==> src/pixI2cPkg.sv <==
package pixI2cPkg;

    // ==============================
    // Bus timing
    // ==============================
    localparam int ClkFreq = 10_000_000;
    localparam int I2cClkFreq = 400_000;

    // Quarter bus period in clk cycles, rounded up so the bus never runs fast
    localparam int QuarterDelay = (ClkFreq + 4 * I2cClkFreq - 1) / (4 * I2cClkFreq) - 1;
    localparam int DelayWidth = $clog2(QuarterDelay + 1);

    // ==============================
    // Types
    // ==============================
    typedef logic [6:0] slaveAddrT;
    typedef logic [15:0] regAddrT;
    typedef logic [15:0] regDataT;
    typedef logic [DelayWidth-1:0] delayT;

    // Master sequencer, one quarter bus period per state
    typedef enum logic [4:0] {
        StIdle, StStartClkLow, StStartAddr,
        StShiftHigh, StShiftHold, StShiftLow, StShiftNext,
        StAckHigh, StAckHold, StAckCheck,
        StRegAddrHi, StRegAddrLo, StWriteHi, StWriteLo,
        StRestartRelease, StRestartHigh, StRestartStart, StRestartClkLow, StRestartAddr,
        StReadRelease, StReadHigh, StReadHold, StReadLow,
        StHostAckDrive, StHostAckHigh, StHostAckHold, StHostAckLow,
        StStopOk, StStopFail, StStopHigh, StStopRelease, StStopDone
    } masterStateT;

endpackage

==> src/pixCmdIf.sv <==
`timescale 1ns/1ps

interface pixCmdIf;
    import pixI2cPkg::*;

    slaveAddrT slaveAddr;
    logic write;
    regAddrT regAddr;
    regDataT writeData;
    logic dataLen;      // 0 for one byte, 1 for two
    logic pending;
    logic accept;

    modport intake (
        output slaveAddr, write, regAddr, writeData, dataLen, pending,
        input accept
    );

    modport master (
        input slaveAddr, write, regAddr, writeData, dataLen, pending,
        output accept
    );

endinterface

==> src/cmdIntake.sv <==
`timescale 1ns/1ps

module cmdIntake (
    input  logic                 clk,
    input  logic                 rstN,
    input  pixI2cPkg::slaveAddrT cmdSlaveAddr,
    input  logic                 cmdWrite,
    input  pixI2cPkg::regAddrT   cmdRegAddr,
    input  pixI2cPkg::regDataT   cmdWriteData,
    input  logic                 cmdDataLen,
    input  logic                 cmdTrigger,
    pixCmdIf.intake              cmd
);

    logic [1:0] trigSync;
    logic trigSeen;
    logic trigChanged;

    // Toggle parity differs from the last accepted one
    assign trigChanged = trigSync[1] ^ trigSeen;

    always_ff @(posedge clk) begin
        if (!rstN) begin
            trigSync <= 2'b00;
            trigSeen <= 1'b0;
            cmd.pending <= 1'b0;
        end else begin
            trigSync <= {trigSync[0], cmdTrigger};
            if (cmd.accept) begin
                cmd.pending <= 1'b0;
                trigSeen <= ~trigSeen;
            end else begin
                // A second toggle before accept restores parity and drops the request
                cmd.pending <= trigChanged;
            end
        end
    end

    // Fields frozen while the request waits
    always_ff @(posedge clk) begin
        if (trigChanged && !cmd.pending) begin
            cmd.slaveAddr <= cmdSlaveAddr;
            cmd.write <= cmdWrite;
            cmd.regAddr <= cmdRegAddr;
            cmd.writeData <= cmdWriteData;
            cmd.dataLen <= cmdDataLen;
        end
    end

endmodule

==> src/flat_wrapper.sv <==
// flat-port wrapper written by rule: the top's interface ports become plain ports
module cmdIntake_flat 
  (clk, rstN, cmdSlaveAddr, cmdWrite, cmdRegAddr, cmdWriteData, cmdDataLen, cmdTrigger, cmd_slaveAddr, cmd_write, cmd_regAddr, cmd_writeData, cmd_dataLen, cmd_pending, cmd_accept);
  pixCmdIf cmd_i ();
  input  logic clk;
  input  logic rstN;
  input  pixI2cPkg::slaveAddrT cmdSlaveAddr;
  input  logic cmdWrite;
  input  pixI2cPkg::regAddrT cmdRegAddr;
  input  pixI2cPkg::regDataT cmdWriteData;
  input  logic cmdDataLen;
  input  logic cmdTrigger;
  output wire logic [$bits(cmd_i.slaveAddr)-1:0] cmd_slaveAddr;
  output wire logic [$bits(cmd_i.write)-1:0] cmd_write;
  output wire logic [$bits(cmd_i.regAddr)-1:0] cmd_regAddr;
  output wire logic [$bits(cmd_i.writeData)-1:0] cmd_writeData;
  output wire logic [$bits(cmd_i.dataLen)-1:0] cmd_dataLen;
  output wire logic [$bits(cmd_i.pending)-1:0] cmd_pending;
  input wire logic [$bits(cmd_i.accept)-1:0] cmd_accept;
  assign cmd_slaveAddr = cmd_i.slaveAddr;
  assign cmd_write = cmd_i.write;
  assign cmd_regAddr = cmd_i.regAddr;
  assign cmd_writeData = cmd_i.writeData;
  assign cmd_dataLen = cmd_i.dataLen;
  assign cmd_pending = cmd_i.pending;
  assign cmd_i.accept = cmd_accept;
  cmdIntake u_core (.clk(clk), .rstN(rstN), .cmdSlaveAddr(cmdSlaveAddr), .cmdWrite(cmdWrite), .cmdRegAddr(cmdRegAddr), .cmdWriteData(cmdWriteData), .cmdDataLen(cmdDataLen), .cmdTrigger(cmdTrigger), .cmd(cmd_i));
endmodule
==> config.mk <==
export PLATFORM = sky130hd
export DESIGN_NAME = cmdIntake_flat
export DESIGN_NICKNAME = d
export VERILOG_FILES = /design/src/pixI2cPkg.sv /design/src/pixCmdIf.sv /design/src/cmdIntake.sv /design/src/flat_wrapper.sv
export SDC_FILE = /design/constraint.sdc
export NUM_CORES = 1
export LEC_CHECK = 0
export ABC_AREA = 1
export BUFFER_PORTS_ARGS = -buffer_cell sky130_fd_sc_hd__buf_2
export CORE_MARGIN = 3
export CORE_UTILIZATION = 41
export DETAILED_ROUTE_END_ITERATION = 12
export PLACE_DENSITY = 0.78
export SLEW_MARGIN = 5
export SYNTH_ARGS = -nofsm -noshare
export SYNTH_HDL_FRONTEND = slang
export SYNTH_SLANG_ARGS = --single-unit
==> constraint.sdc <==
create_clock -name clk -period 3.6 [get_ports clk]
set_input_delay 0.18 -clock clk [delete_from_list [all_inputs] [get_ports clk]]
set_output_delay 0.18 -clock clk [all_outputs]
set_load 0.01 [all_outputs]
==> reports/results.ini <==
[run_status]
status = finished, final reports clean

[power]
swShare = 0.2098
power_density_mw_per_mm2 = 453.4
seq_power_share = 0.601
pwr-share-clk = 0.273
power_leakage_nw = 1.009
netSwitchingPower_uw = 218.8
p_int_uw = 824.4
irDropWorstVdd_uv = 261.7
power_frac_comb = 0.125

[routing]
ant_nets = 0
wl_um = 3566
via_per_inst = 4.400
wire_per_inst_um = 15.17
remaining_drc_errors = 0
drtIter0Drc = 37
first_pass_iters = 4
route.vias.total = 1034

[timing]
max_freq_mhz = 557.9
hold_viol_final = 0
tns_ps = 0
final-setup-viol-count = 0
finalMaxSlewViolations = 0
fin_skew_ps = 11.50
max_slew_margin = 0.2889
rsz0062_at_grt = no
fin_crit_sh = 0.4979
worst_pin_slew_ps = 1064
period_needed_ps = 1792
holdWs_ps = 13.00

[clock_network]
cts_resized = 0
cts_setup_buffers = 0
cts_buffer_depth = 2
clk_latency_ps = 340
clk_pin_slew_ps = 120
h-tree-depth = 2
ctsHoldBuffers = 3
cts_tree = built
cts-root-buf = clkbuf_4
cts_sinks = 45
cts_inserted_buffers = 5

[die]
fp-row-count = 20
ios = 87
coreArea_mm2 = 0.003128
dieArea_mm2 = 0.004084
die_w_um = 63.91
start_util = 0.4396
die_y_um = 63.91

[grt]
grt_pass1_vias = 833
overflow = 0
grt_max_degree = 42
grt_first_pass_wirelength_um = 3864
grt_usage = 0.1322
grt_antenna_before_repair = 0

[logic_synthesis]
synth_area_mm2 = 0.001375
ys_warn_count = 0
syn_nets = 107
synth_common_cells = edfxtp_1, nand2_1, inv_1, dfxtp_1, nor2_1
async_reset_ff_frac = 0
synth_area_per_cell_um2 = 22.18
netlist_instances = 62
synth.area.top_cells = edfxtp_1, dfxtp_1, nand2_1, inv_1, nor2_1
ys_ff_latch = 45
yosysMostFrequentCell = edfxtp_1
yosys.cell_types.count = 5
synth_top_area_share = 0.8954
synth.largest_area_cell = edfxtp_1
synth_seq_area_share = 0.9536
synth_flop_cell = edfxtp_1
synth_edf_count = 41

[worst_hold_path]
min_from = cmdWriteData[5]
hold_path.class = input pin to register
hold_end = u_core.cmd.writeData[5]
min_path_cells = 1

[placed_design]
hpwl_um = 2000
gp_congestion = 0.6606
io_buffer_count = 86

[worst_setup_path]
reg2reg_to = u_core.cmd.regAddr[9]
crit_path_max_fanout = 41
path_class = register to register
crit_path_end_kind = register
critPathRequiredTime_ps = 3560
r2r_start = u_core.trigSeen
crit_path_start_kind = register
cp_data_arrival_time_ps = 1760
r2r_cells = 4
rrSetupSlack_ps = 1810

[layout]
area_growth_pct = 67.33
multi_input_area_um2 = 52.55
diodes = 0
num-nets-final = 236
layout.area.seq_mm2 = 0.001311
fillers = 193
drive_gt1_frac = 0.4921

[flow_run]
maxCapViolCount = 0

per-layer routing:
layer	track usage	vias up	routed length [µm]
met5	0	-	0
met4	0.08086	0	59
met3	0.05624	7	396
met2	0.2206	61	1895
met1	0.1360	484	1214
li1	-	482	-
power by group through the flow:
stage	Sequential (mW)	Combinational [mW]	Clock [mW]
detailed placement	0.638	0.0989	0
CTS	0.626	0.101	0.292
global route	0.630	0.142	0.319
global placement	0.637	0.0959	0
floorplan	0.659	0.0171	0
finish	0.627	0.131	0.285
critical path, stage by stage, from the launching register on:
cell	delay, ps
dfxtp_1	390
inv_1	60
nand2_1	50
nand2_1	90
nor2_4	810
stage by stage:
| stage | util | area (µm²) | std cells | setup WS (ps) | total power, mW |
|---|---|---|---|---|---|
| floorplan | - | 1375 | 62 | 940.9 | 0.6763 |
| global placement | 0.5972 | 1868 | 192 | 1902 | 0.7328 |
| detailed placement | 0.5972 | 1868 | 192 | 1803 | 0.7366 |
| CTS | 0.6300 | 1971 | 202 | 1797 | 1.019 |
| global route | 0.7356 | 2301 | 235 | 1672 | 1.091 |
| finish | 0.7356 | 2301 | 235 | 1808 | 1.043 |
how the worst max path moves through the flow:
| stage | from | endpoint | slack (ps) | cells after the start |
|---|---|---|---|---|
| detailed placement | u_core.trigSeen | u_core.cmd.regAddr[0] | 1800 | 4 |
| global route | u_core.trigSeen | u_core.cmd.writeData[15] | 1670 | 4 |
| CTS | u_core.trigSeen | u_core.cmd.regAddr[12] | 1800 | 4 |
| global placement | u_core.trigSeen | u_core.cmd.writeData[13] | 1900 | 4 |
| floorplan | u_core.trigSeen | u_core.cmd.dataLen | 940 | 4 |
| finish | u_core.trigSeen | u_core.cmd.regAddr[9] | 1810 | 4 |
sequential cells by signal, indices dropped and copies added (netlist names):
| signal | cells |
|---|---|
| u_core.cmd.dataLen | 1 |
| u_core.trigSync | 2 |
| u_core.cmd.slaveAddr | 7 |
| u_core.cmd.pending | 1 |
| u_core.trigSeen | 1 |
| u_core.cmd.regAddr | 16 |
| u_core.cmd.write | 1 |
| u_core.cmd.writeData | 16 |
cell families after synthesis:
group	after synthesis	synth area share
flip-flops	45	0.9536
AND/OR/NAND/NOR	12	0.03275
buffers and inverters	5	0.01365
area by class of cell:
type / count / share of cell area
clock buffers: 5 / 0.01631
clock inverters: 2 / 0.01523
inverters: 5 / 0.008157
multi-input cells: 12 / 0.02284
flip-flops and latches: 45 / 0.5699
well taps: 44 / 0.02393
repair buffers: 122 / 0.3437
cells in the final DEF (no fill, tap or decap), drive strengths merged:
master / Yosys / final
dlygate4sd3: 0 / 36
inv: 5 / 5
clkbuf: 0 / 5
clkinv: 0 / 1
edfxtp: 41 / 41
nand2: 8 / 8
buf: 0 / 86
nor2: 4 / 4
dfxtp: 4 / 4
bufinv: 0 / 1
Power figures use the tool's default switching activity.
