$ cat src/pixI2cPkg.sv
package pixI2cPkg;

    // ==============================
    // Bus timing
    // ==============================
    localparam int ClkFreq = 10_000_000;
    localparam int I2cClkFreq = 400_000;

    // Quarter bus period in clk cycles, rounded up so the bus never runs fast
    localparam int QuarterDelay = (ClkFreq + 4 * I2cClkFreq - 1) / (4 * I2cClkFreq) - 1;
    localparam int DelayWidth = $clog2(QuarterDelay + 1);

    // ==============================
    // Types
    // ==============================
    typedef logic [6:0] slaveAddrT;
    typedef logic [15:0] regAddrT;
    typedef logic [15:0] regDataT;
    typedef logic [DelayWidth-1:0] delayT;

    // Master sequencer, one quarter bus period per state
    typedef enum logic [4:0] {
        StIdle, StStartClkLow, StStartAddr,
        StShiftHigh, StShiftHold, StShiftLow, StShiftNext,
        StAckHigh, StAckHold, StAckCheck,
        StRegAddrHi, StRegAddrLo, StWriteHi, StWriteLo,
        StRestartRelease, StRestartHigh, StRestartStart, StRestartClkLow, StRestartAddr,
        StReadRelease, StReadHigh, StReadHold, StReadLow,
        StHostAckDrive, StHostAckHigh, StHostAckHold, StHostAckLow,
        StStopOk, StStopFail, StStopHigh, StStopRelease, StStopDone
    } masterStateT;

endpackage

$ cat src/pixCmdIf.sv
`timescale 1ns/1ps

interface pixCmdIf;
    import pixI2cPkg::*;

    slaveAddrT slaveAddr;
    logic write;
    regAddrT regAddr;
    regDataT writeData;
    logic dataLen;      // 0 for one byte, 1 for two
    logic pending;
    logic accept;

    modport intake (
        output slaveAddr, write, regAddr, writeData, dataLen, pending,
        input accept
    );

    modport master (
        input slaveAddr, write, regAddr, writeData, dataLen, pending,
        output accept
    );

endinterface

$ cat src/i2cMaster.sv
`timescale 1ns/1ps

module i2cMaster (
    input  logic               clk,
    input  logic               rstN,
    pixCmdIf.master            cmd,
    output logic               sclOut,
    output logic               sdaOut,
    input  logic               sdaIn,
    output logic               statusDone,
    output logic               statusErr,
    output pixI2cPkg::regDataT statusReadData
);
    import pixI2cPkg::*;

    masterStateT state;
    masterStateT nextState;
    delayT delay;
    logic [8:0] outShift;       // Low bit is the sentinel
    logic [16:0] inShift;       // Sentinel walks up to bit 16
    logic [16:0] inNext;
    logic hostAck;
    logic failed;

    // Command copy held for the whole transaction
    slaveAddrT addrLat;
    logic writeLat;
    regAddrT regAddrLat;
    regDataT dataLat;
    logic lenLat;

    assign sdaOut = outShift[8];
    assign inNext = {inShift[15:0], sdaIn};

    always_ff @(posedge clk) begin
        if (state == StIdle && delay == '0 && cmd.pending) begin
            addrLat <= cmd.slaveAddr;
            writeLat <= cmd.write;
            regAddrLat <= cmd.regAddr;
            dataLat <= cmd.writeData;
            lenLat <= cmd.dataLen;
        end
    end

    always_ff @(posedge clk) begin
        if (!rstN) begin
            state <= StIdle;
            nextState <= StIdle;
            delay <= '0;
            sclOut <= 1'b1;
            outShift <= '1;
            failed <= 1'b0;
            cmd.accept <= 1'b0;
            statusDone <= 1'b0;
            statusErr <= 1'b0;
        end else begin
            cmd.accept <= 1'b0;
            if (delay != '0) begin
                delay <= delay - delayT'(1);
            end else begin
                delay <= delayT'(QuarterDelay);
                case (state)
                    // ==============================
                    // Start and slave address
                    // ==============================
                    StIdle: begin
                        if (cmd.pending) begin
                            cmd.accept <= 1'b1;
                            outShift <= '0;     // Data falls while clock is high
                            state <= StStartClkLow;
                        end else begin
                            delay <= '0;
                        end
                    end
                    StStartClkLow: begin
                        sclOut <= 1'b0;
                        state <= StStartAddr;
                    end
                    // Always the write direction first, reads turn around later
                    StStartAddr: begin
                        outShift <= {addrLat, 1'b0, 1'b1};
                        nextState <= StRegAddrHi;
                        state <= StShiftHigh;
                    end

                    // ==============================
                    // Byte out and slave ACK
                    // ==============================
                    StShiftHigh: begin
                        sclOut <= 1'b1;
                        state <= StShiftHold;
                    end
                    StShiftHold: state <= StShiftLow;
                    StShiftLow: begin
                        sclOut <= 1'b0;
                        state <= StShiftNext;
                    end
                    StShiftNext: begin
                        if (outShift[7:0] != 8'b1000_0000) begin
                            outShift <= outShift << 1;
                            state <= StShiftHigh;
                        end else begin
                            outShift <= '1;     // Hand the line to the slave
                            state <= StAckHigh;
                        end
                    end
                    StAckHigh: begin
                        sclOut <= 1'b1;
                        state <= StAckHold;
                    end
                    StAckHold: state <= StAckCheck;
                    // Sampled at the end of the second high quarter
                    StAckCheck: begin
                        sclOut <= 1'b0;
                        state <= sdaIn ? StStopFail : nextState;
                    end

                    // ==============================
                    // Register address and write data
                    // ==============================
                    StRegAddrHi: begin
                        outShift <= {regAddrLat[15:8], 1'b1};
                        nextState <= StRegAddrLo;
                        state <= StShiftHigh;
                    end
                    StRegAddrLo: begin
                        outShift <= {regAddrLat[7:0], 1'b1};
                        state <= StShiftHigh;
                        if (!writeLat) begin
                            nextState <= StRestartRelease;
                        end else if (lenLat) begin
                            nextState <= StWriteHi;
                        end else begin
                            nextState <= StWriteLo;
                        end
                    end
                    StWriteHi: begin
                        outShift <= {dataLat[15:8], 1'b1};
                        nextState <= StWriteLo;
                        state <= StShiftHigh;
                    end
                    StWriteLo: begin
                        outShift <= {dataLat[7:0], 1'b1};
                        nextState <= StStopOk;
                        state <= StShiftHigh;
                    end

                    // ==============================
                    // Repeated start and read
                    // ==============================
                    StRestartRelease: begin
                        outShift <= '1;
                        state <= StRestartHigh;
                    end
                    StRestartHigh: begin
                        sclOut <= 1'b1;
                        state <= StRestartStart;
                    end
                    StRestartStart: begin
                        outShift <= '0;
                        state <= StRestartClkLow;
                    end
                    StRestartClkLow: begin
                        sclOut <= 1'b0;
                        state <= StRestartAddr;
                    end
                    StRestartAddr: begin
                        outShift <= {addrLat, 1'b1, 1'b1};
                        inShift <= lenLat ? 17'd1 : 17'd256;
                        nextState <= StReadRelease;
                        state <= StShiftHigh;
                    end
                    StReadRelease: begin
                        outShift <= '1;
                        state <= StReadHigh;
                    end
                    StReadHigh: begin
                        sclOut <= 1'b1;
                        state <= StReadHold;
                    end
                    StReadHold: state <= StReadLow;
                    StReadLow: begin
                        sclOut <= 1'b0;
                        inShift <= inNext;
                        if (inNext[16:8] == 9'b0_0000_0001) begin
                            // First of two bytes in, ACK it
                            hostAck <= 1'b1;
                            nextState <= StReadRelease;
                            state <= StHostAckDrive;
                        end else if (inNext[16]) begin
                            hostAck <= 1'b0;
                            nextState <= StStopOk;
                            state <= StHostAckDrive;
                        end else begin
                            state <= StReadRelease;
                        end
                    end
                    StHostAckDrive: begin
                        outShift <= hostAck ? '0 : '1;
                        state <= StHostAckHigh;
                    end
                    StHostAckHigh: begin
                        sclOut <= 1'b1;
                        state <= StHostAckHold;
                    end
                    StHostAckHold: state <= StHostAckLow;
                    StHostAckLow: begin
                        sclOut <= 1'b0;
                        state <= nextState;
                    end

                    // ==============================
                    // Stop and status
                    // ==============================
                    StStopOk: begin
                        failed <= 1'b0;
                        outShift <= '0;
                        state <= StStopHigh;
                    end
                    StStopFail: begin
                        failed <= 1'b1;
                        outShift <= '0;
                        state <= StStopHigh;
                    end
                    StStopHigh: begin
                        sclOut <= 1'b1;
                        state <= StStopRelease;
                    end
                    StStopRelease: begin
                        outShift <= '1;     // Data rises while clock is high
                        state <= StStopDone;
                    end
                    StStopDone: begin
                        statusDone <= ~statusDone;
                        statusErr <= failed;
                        if (!writeLat) begin
                            statusReadData <= inShift[15:0];
                        end
                        state <= StIdle;
                    end
                endcase
            end
        end
    end

endmodule

$ cat src/flat_wrapper.sv
// flat-port wrapper written by rule: the top's interface ports become plain ports
module i2cMaster_flat import pixI2cPkg::*;
  (clk, rstN, sclOut, sdaOut, sdaIn, statusDone, statusErr, statusReadData, cmd_slaveAddr, cmd_write, cmd_regAddr, cmd_writeData, cmd_dataLen, cmd_pending, cmd_accept);
  pixCmdIf cmd_i ();
  input  logic clk;
  input  logic rstN;
  output logic sclOut;
  output logic sdaOut;
  input  logic sdaIn;
  output logic statusDone;
  output logic statusErr;
  output pixI2cPkg::regDataT statusReadData;
  input wire logic [$bits(cmd_i.slaveAddr)-1:0] cmd_slaveAddr;
  input wire logic [$bits(cmd_i.write)-1:0] cmd_write;
  input wire logic [$bits(cmd_i.regAddr)-1:0] cmd_regAddr;
  input wire logic [$bits(cmd_i.writeData)-1:0] cmd_writeData;
  input wire logic [$bits(cmd_i.dataLen)-1:0] cmd_dataLen;
  input wire logic [$bits(cmd_i.pending)-1:0] cmd_pending;
  output wire logic [$bits(cmd_i.accept)-1:0] cmd_accept;
  assign cmd_i.slaveAddr = cmd_slaveAddr;
  assign cmd_i.write = cmd_write;
  assign cmd_i.regAddr = cmd_regAddr;
  assign cmd_i.writeData = cmd_writeData;
  assign cmd_i.dataLen = cmd_dataLen;
  assign cmd_i.pending = cmd_pending;
  assign cmd_accept = cmd_i.accept;
  i2cMaster u_core (.clk(clk), .rstN(rstN), .cmd(cmd_i), .sclOut(sclOut), .sdaOut(sdaOut), .sdaIn(sdaIn), .statusDone(statusDone), .statusErr(statusErr), .statusReadData(statusReadData));
endmodule
$ cat config.mk
export PLATFORM = sky130hd
export DESIGN_NAME = i2cMaster_flat
export DESIGN_NICKNAME = d
export VERILOG_FILES = /design/src/pixI2cPkg.sv /design/src/pixCmdIf.sv /design/src/i2cMaster.sv /design/src/flat_wrapper.sv
export SDC_FILE = /design/constraint.sdc
export NUM_CORES = 1
export LEC_CHECK = 0
export BUFFER_PORTS_ARGS = -buffer_cell sky130_fd_sc_hd__buf_2
export CORE_UTILIZATION = 30
export CTS_CLUSTER_DIAMETER = 80
export DETAILED_ROUTE_END_ITERATION = 6
export PLACE_DENSITY = 0.57
export SLEW_MARGIN = 20
export SYNTH_ARGS = -nofsm -noshare
export SYNTH_HDL_FRONTEND = slang
export SYNTH_SLANG_ARGS = --single-unit
export TNS_END_PERCENT = 20
$ cat constraint.sdc
create_clock -name clk -period 3.7 [get_ports clk]
set_input_delay 0.37 -clock clk [delete_from_list [all_inputs] [get_ports clk]]
set_output_delay 0.37 -clock clk [all_outputs]
set_load 0.1 [all_outputs]
==> results of run 1 <==
==> critical path, stage by stage (launching register included) <==
cell and delay, ps:
dfxtp_1 880, nor2b_4 120, o311a_1 400, o31ai_4 480
nand2b_1 400, o211ai_1 160
==> flip-flops by register name, indices dropped and copies added, names as in the netlist, 3 cells and up <==
register / flops
u_core.inShift: 16
u_core.outShift: 9
u_core.addrLat: 7
u_core.regAddrLat: 16
u_core.delay: 3
u_core.state: 5
u_core.dataLat: 16
u_core.nextState: 5
u_core.statusReadData: 16
==> cell families (layout without fill, tap and decap cells) <==
family / Yosys count / count (layout)
AOI/OAI and AO/OA: 91 / 91
adders and majority gates: 3 / 3
xor gates and xnor gates: 2 / 2
muxes: 7 / 7
DFF: 101 / 101
and+or+nand+nor: 148 / 148
buffers and inverters: 33 / 97
==> final timing paths <==
kind	endpoint	slack [ps]
setup / recovery	u_core.outShift[3]	1080
hold / removal	u_core.addrLat[5]	190
setup reg to reg	u_core.outShift[3]	1080
hold reg to reg	u_core.statusReadData[2]	450
==> per-layer routing <==
metal / global-route usage / vias to the layer above / routed length, µm
li1: - / 1580 / -
met1: 0.1899 / 1564 / 5038
met2: 0.2083 / 111 / 4740
met3: 0.03209 / 16 / 525
met4: 0.05954 / 0 / 188
met5: 0 / - / 0
==> power breakdown <==
| part | total, mW | internal, mW | switching, mW |
|---|---|---|---|
| clock | 0.951 | 0.528 | 0.423 |
| sequential | 1.55 | 1.43 | 0.122 |
| combinational | 0.816 | 0.272 | 0.544 |
==> metrics by stage <==
step	instances	cell area [µm²]	setup WS [ps]	hold WS, ps	util
floorplan	385	4544	867.3	417.4	-
global placement	617	5034	1140	434.2	0.3437
detailed placement	617	5034	1045	437.6	0.3437
CTS	633	5334	1008	175.0	0.3642
global route	633	5334	888.1	175.5	0.3642
finish	633	5334	1080	191.8	0.3642
==> cell type report <==
cell class                 count  area share
clock buffer                   9     0.04222
clock inverter                 7     0.01407
inverter                       8    0.005630
multi-input combinational    251      0.3047
sequential                   101      0.5179
tap                          184     0.04316
timing repair buffer          73     0.07225
==> cells in the final DEF, fill, tap and decap left out, types with 4 or more instances in the layout <==
master,count
a21oi_1,13
nand2_1,30
a22o_1,7
and3_1,5
and2_1,19
a2111oi_0,5
nand3_1,16
nor2_1,13
clkbuf_16,9
dfxtp_1,27
mux2i_1,7
nand3b_1,8
nor2b_1,10
edfxtp_1,74
nor3_1,10
inv_1,8
buf_4,8
nand2b_1,11
o211ai_1,9
buf_2,65
o21ai_0,19
nand4_1,6
a22oi_1,4
==> run_results.csv, run 1 <==
group,metric,value,unit
status,status,"complete, no violations",
floorplan,rows,44,
power,vdd_ir_drop_max,0.0003690,V
power,leakage,1.973,nW
global_route,antenna_found_initial,0,
timing,tightest_slew,920.7,ps
timing,maxSlewViolCount,0,
clock_tree,ctsHoldBuffers,0,
yosys,synth-xor-area-share,0.003855,
route,drt_pre_antenna_iters,7,
floorplan,initial_core_util,0.3103,
power,finalPower,3.316,mW
yosys,synthesis.nets,432,
finish,fillers,1464,
route,ant_nets,0,
clock_tree,ctsHtreeMaxLevel,3,
finish,fin_nets,491,
global_route,track_usage,0.1382,
route,drc_errors,0,
finish,multi_input_area,1625,µm²
clock_tree,insertion_delay,350,ps
clock_tree,cts_buffers,9,
setup_path,worst-setup-path-type,"reg2reg",
timing,relSlewSlack,0.3862,
timing,tns,0,ps
yosys,synth_mux_area_frac,0.01542,
yosys,synth_common_cells,"edfxtp_1, nand2_1, dfxtp_1, and2_1, o21ai_0",
global_route,grt_overflow_total,0,
global_route,grt_pass1_wl,16880,µm
yosys,synth.most_common_cell,"edfxtp_1",
setup_path,r2r-start,"u_core.state[3]",
setup_path,worstSetupStartpoint,"u_core.state[3]",
yosys,yosysSeqAreaShare,0.6079,
setup_path,crit_fanout,26,
yosys,synth_area_leader_cell,"edfxtp_1",
finish,drive_gt1_frac,0.2160,
global_route,grt_max_degree,43,
clock_tree,postCtsSetupBuffers,0,
global_route,grt_pass1_vias,3164,
yosys,synthDistinctLibCells,65,
setup_path,crit_path_end_kind,"flop",
timing,setup_viol,0,
hold_path,hold_path.class,"in2reg",
power,powerDensity,621.8,nW/µm²
timing,max_freq,381.7,MHz
yosys,synth_compound_area_frac,0.1448,
clock_tree,clockBufferDepth,2,
floorplan,die-area,15640,µm²
setup_path,r2r_cells,5,
yosys,synth_top_family_by_area,"simple AND/OR/NAND/NOR gates",
yosys,synth_edf_count,74,
route,via_per_inst,5.167,
placed_design,io_buffers,65,
timing,hold_viol_final,0,
yosys,ys_async_sr_fraction,0,
route,routed_wl,10490,µm
floorplan,die_h,125.1,µm
yosys,yosys-top-cells-area,"edfxtp_1, dfxtp_1, and2_1",
hold_path,worstHoldStart,"cmd_slaveAddr[5]",
job,maxCapViolCount,0,
floorplan,coreArea,14640,µm²
finish,diodes,0,
yosys,yosys.area_share.adder,0.007709,
timing,grt_setup_unrepaired,"no",
setup_path,cp.arrival,2810,ps
clock_tree,path_clk_slew,70,ps
yosys,postSynthAreaPerCell,11.80,µm²
timing,fin_crit,2620,ps
finish,seqCellArea,2763,µm²
yosys,synth-seq-cells,101,
hold_path,min_path_cells,1,
clock_tree,cts-root-buf,"clkbuf_16",
floorplan,dieWidth,125.1,µm
yosys,yosys_warnings,0,
route,wl_per_cell,16.58,µm
yosys,synth_top_area_frac,0.4890,
timing,finalCritPeriodShare,0.7080,
yosys,syn_inst,385,
clock_tree,clock-sinks,101,
placed_design,routabilityCongestion,0.8807,
yosys,syn_area,4544,µm²
floorplan,ios,66,
timing,worst_clock_skew,11.71,ps
setup_path,worstPathRequired,3890,ps
finish,syn2layout_area_growth,17.37,%
placed_design,hpwlAfterDp,7289,µm
clock_tree,cts_tree,"built",
yosys,ys.flop_type,"edfxtp_1",
route,first_iter_violations,293,
yosys,yosys.area_share.simple,0.1845,
setup_path,start_kind,"flop",
clock_tree,cts_resized,0,
route,num_vias,3271,
(Power assumes the default switching activity.)
==> run 2: changes to the inputs <==
Settings changed: PLACE_DENSITY 0.57 to 0.59.
Clock period 3.7 ns to 2.35 ns, I/O delays scaled along.
==> run 2 against run 1 <==
  * Via count is 3.3% higher
  * Wire length is 3.7% higher
  * Final cell count is 4.9% higher
  * Global-route usage is 0.87 points higher
  * Non-clock buffer count is 31 higher
  * Register-to-register slack worse by 910 ps
  * Power is 61% higher
  * Setup slack worse by 910 ps
  * Largest power group unchanged
==> run_results.csv, run 2 (synthesis gave the netlist of run 1 again) <==
group,metric,value,unit
floorplan,dieWidth,125.1,µm
clock_tree,insertion_delay,350,ps
power,finalPower,5.336,mW
finish,layout_commonest_cell,"edfxtp_1",
setup_path,rrSetupSlack,170,ps
timing,fin_ws,172.2,ps
floorplan,rows,44,
timing,finalCritPeriodShare,0.9267,
global_route,grt.busiest_layer,"met2",
clock_tree,cts-root-buf,"clkbuf_16",
global_route,grt_max_degree,39,
finish,fin_util,0.3825,
timing,setup_viol,0,
clock_tree,cts_buffers,9,
route,drt_pre_antenna_iters,7,
global_route,grt_pass1_wl,17810,µm
global_route,gr-usage-met3,0.03851,
clock_tree,clock-sinks,101,
timing,maxSlewViolCount,0,
clock_tree,cts_tree,"built",
clock_tree,postCtsSetupBuffers,0,
timing,max_freq,459.2,MHz
setup_path,crit_fanout,12,
finish,fin_nets,522,
power,powerDensity,952.5,nW/µm²
route,routed_wl,10880,µm
global_route,grt_pass1_vias,3395,
clock_tree,ctsHtreeMaxLevel,3,
floorplan,initial_core_util,0.3103,
finish,final_cell_mix,"edfxtp_1, buf_2, buf_4, nand2_1, dfxtp_1",
placed_design,hpwlAfterDp,8046,µm
timing,grt_setup_unrepaired,"no",
setup_path,cp.arrival,2390,ps
power,vdd_ir_drop_max,0.0006193,V
clock_tree,path_clk_slew,70,ps
placed_design,post-place-ws,215.0,ps
timing,fin_hold_ws,53.27,ps
power,leakage,2.126,nW
route,wl_per_cell,16.39,µm
placed_design,routabilityCongestion,0.8956,
global_route,antenna_found_initial,0,
timing,fin_crit,2178,ps
clock_tree,ctsHoldBuffers,0,
global_route,track_usage,0.1470,
timing,relSlewSlack,0.6087,
status,status,"complete, no violations",
placed_design,io_buffers,65,
job,maxCapViolCount,0,
route,first_iter_violations,193,
finish,syn2layout_area_growth,23.27,%
route,ant_nets,0,
timing,hold_viol_final,0,
setup_path,crit_path_end_kind,"flop",
finish,diodes,0,
setup_path,worst-setup-path-type,"reg2reg",
global_route,grt_overflow_total,0,
floorplan,coreArea,14640,µm²
setup_path,start_kind,"flop",
setup_path,worstPathRequired,2560,ps
global_route,gr-usage-met1,0.1869,
finish,drive_gt1_frac,0.2708,
route,via_per_inst,5.089,
route,drc_errors,0,
global_route,grt_use_met2,0.2376,
floorplan,die_h,125.1,µm
timing,worst_clock_skew,12.15,ps
floorplan,ios,66,
timing,tightest_slew,579.0,ps
floorplan,die-area,15640,µm²
clock_tree,clockBufferDepth,2,
hold_path,hold_path.class,"in2reg",
route,num_vias,3379,
[run 2: through the flow]
stage / cell area, µm² / std cells / TNS, ps
finish: 5602 / 664 / 0
global route: 5602 / 664 / 0
CTS: 5600 / 664 / 0
detailed placement: 5316 / 648 / 0
global placement: 5316 / 648 / 0
floorplan: 4549 / 385 / -6049
[run 2: layout make-up]
type | instances | area [µm²]
Clock buffer | 10 | 229.0
Clock inverter | 6 | 55.05
Multi-Input combinational cell | 251 | 1625
Timing Repair Buffer | 104 | 668.1
Fill cell | 1447 | 9042
Tap cell | 184 | 230.2
Sequential cell | 101 | 2764
Inverter | 8 | 30.03
[run 2: repair_timing]
item                                   CTS  global route
setup endpoints to repair                0             1
gates resized for setup                  0             1
endpoints found under the hold margin    0             0
[run 2: routing by layer]
| metal | vias up | wire length [µm] |
|---|---|---|
| li1 | 1641 | - |
| met1 | 1591 | 4917 |
| met2 | 123 | 5090 |
| met3 | 24 | 599 |
| met4 | 0 | 278 |
| met5 | - | 0 |
[run 2: worst max-delay path, cell delays in order, from the launching register on]
cell       delay, ps
dfxtp_1          440
and2_0           370
a32oi_1          350
o21ai_1          100
buf_4            170
a2111oi_0        480
o211ai_1         130
[run 2: where the power goes]
part | leakage [nW] | internal (mW) | switching, mW
Clock | 0.133 | 0.737 | 0.681
Combinational | 1.06 | 0.589 | 0.912
Sequential | 0.934 | 2.24 | 0.178
[run 2: worst paths after layout]
| kind | startpoint | to | cells past startpoint |
|---|---|---|---|
| worst max register to register | u_core.state[0] | u_core.outShift[2] | 6 |
| worst min register to register | u_core.inShift[1] | u_core.statusReadData[1] | 0 |
| worst min-delay path | cmd_regAddr[14] | u_core.regAddrLat[14] | 1 |
| worst max-delay path | u_core.state[0] | u_core.outShift[2] | 6 |
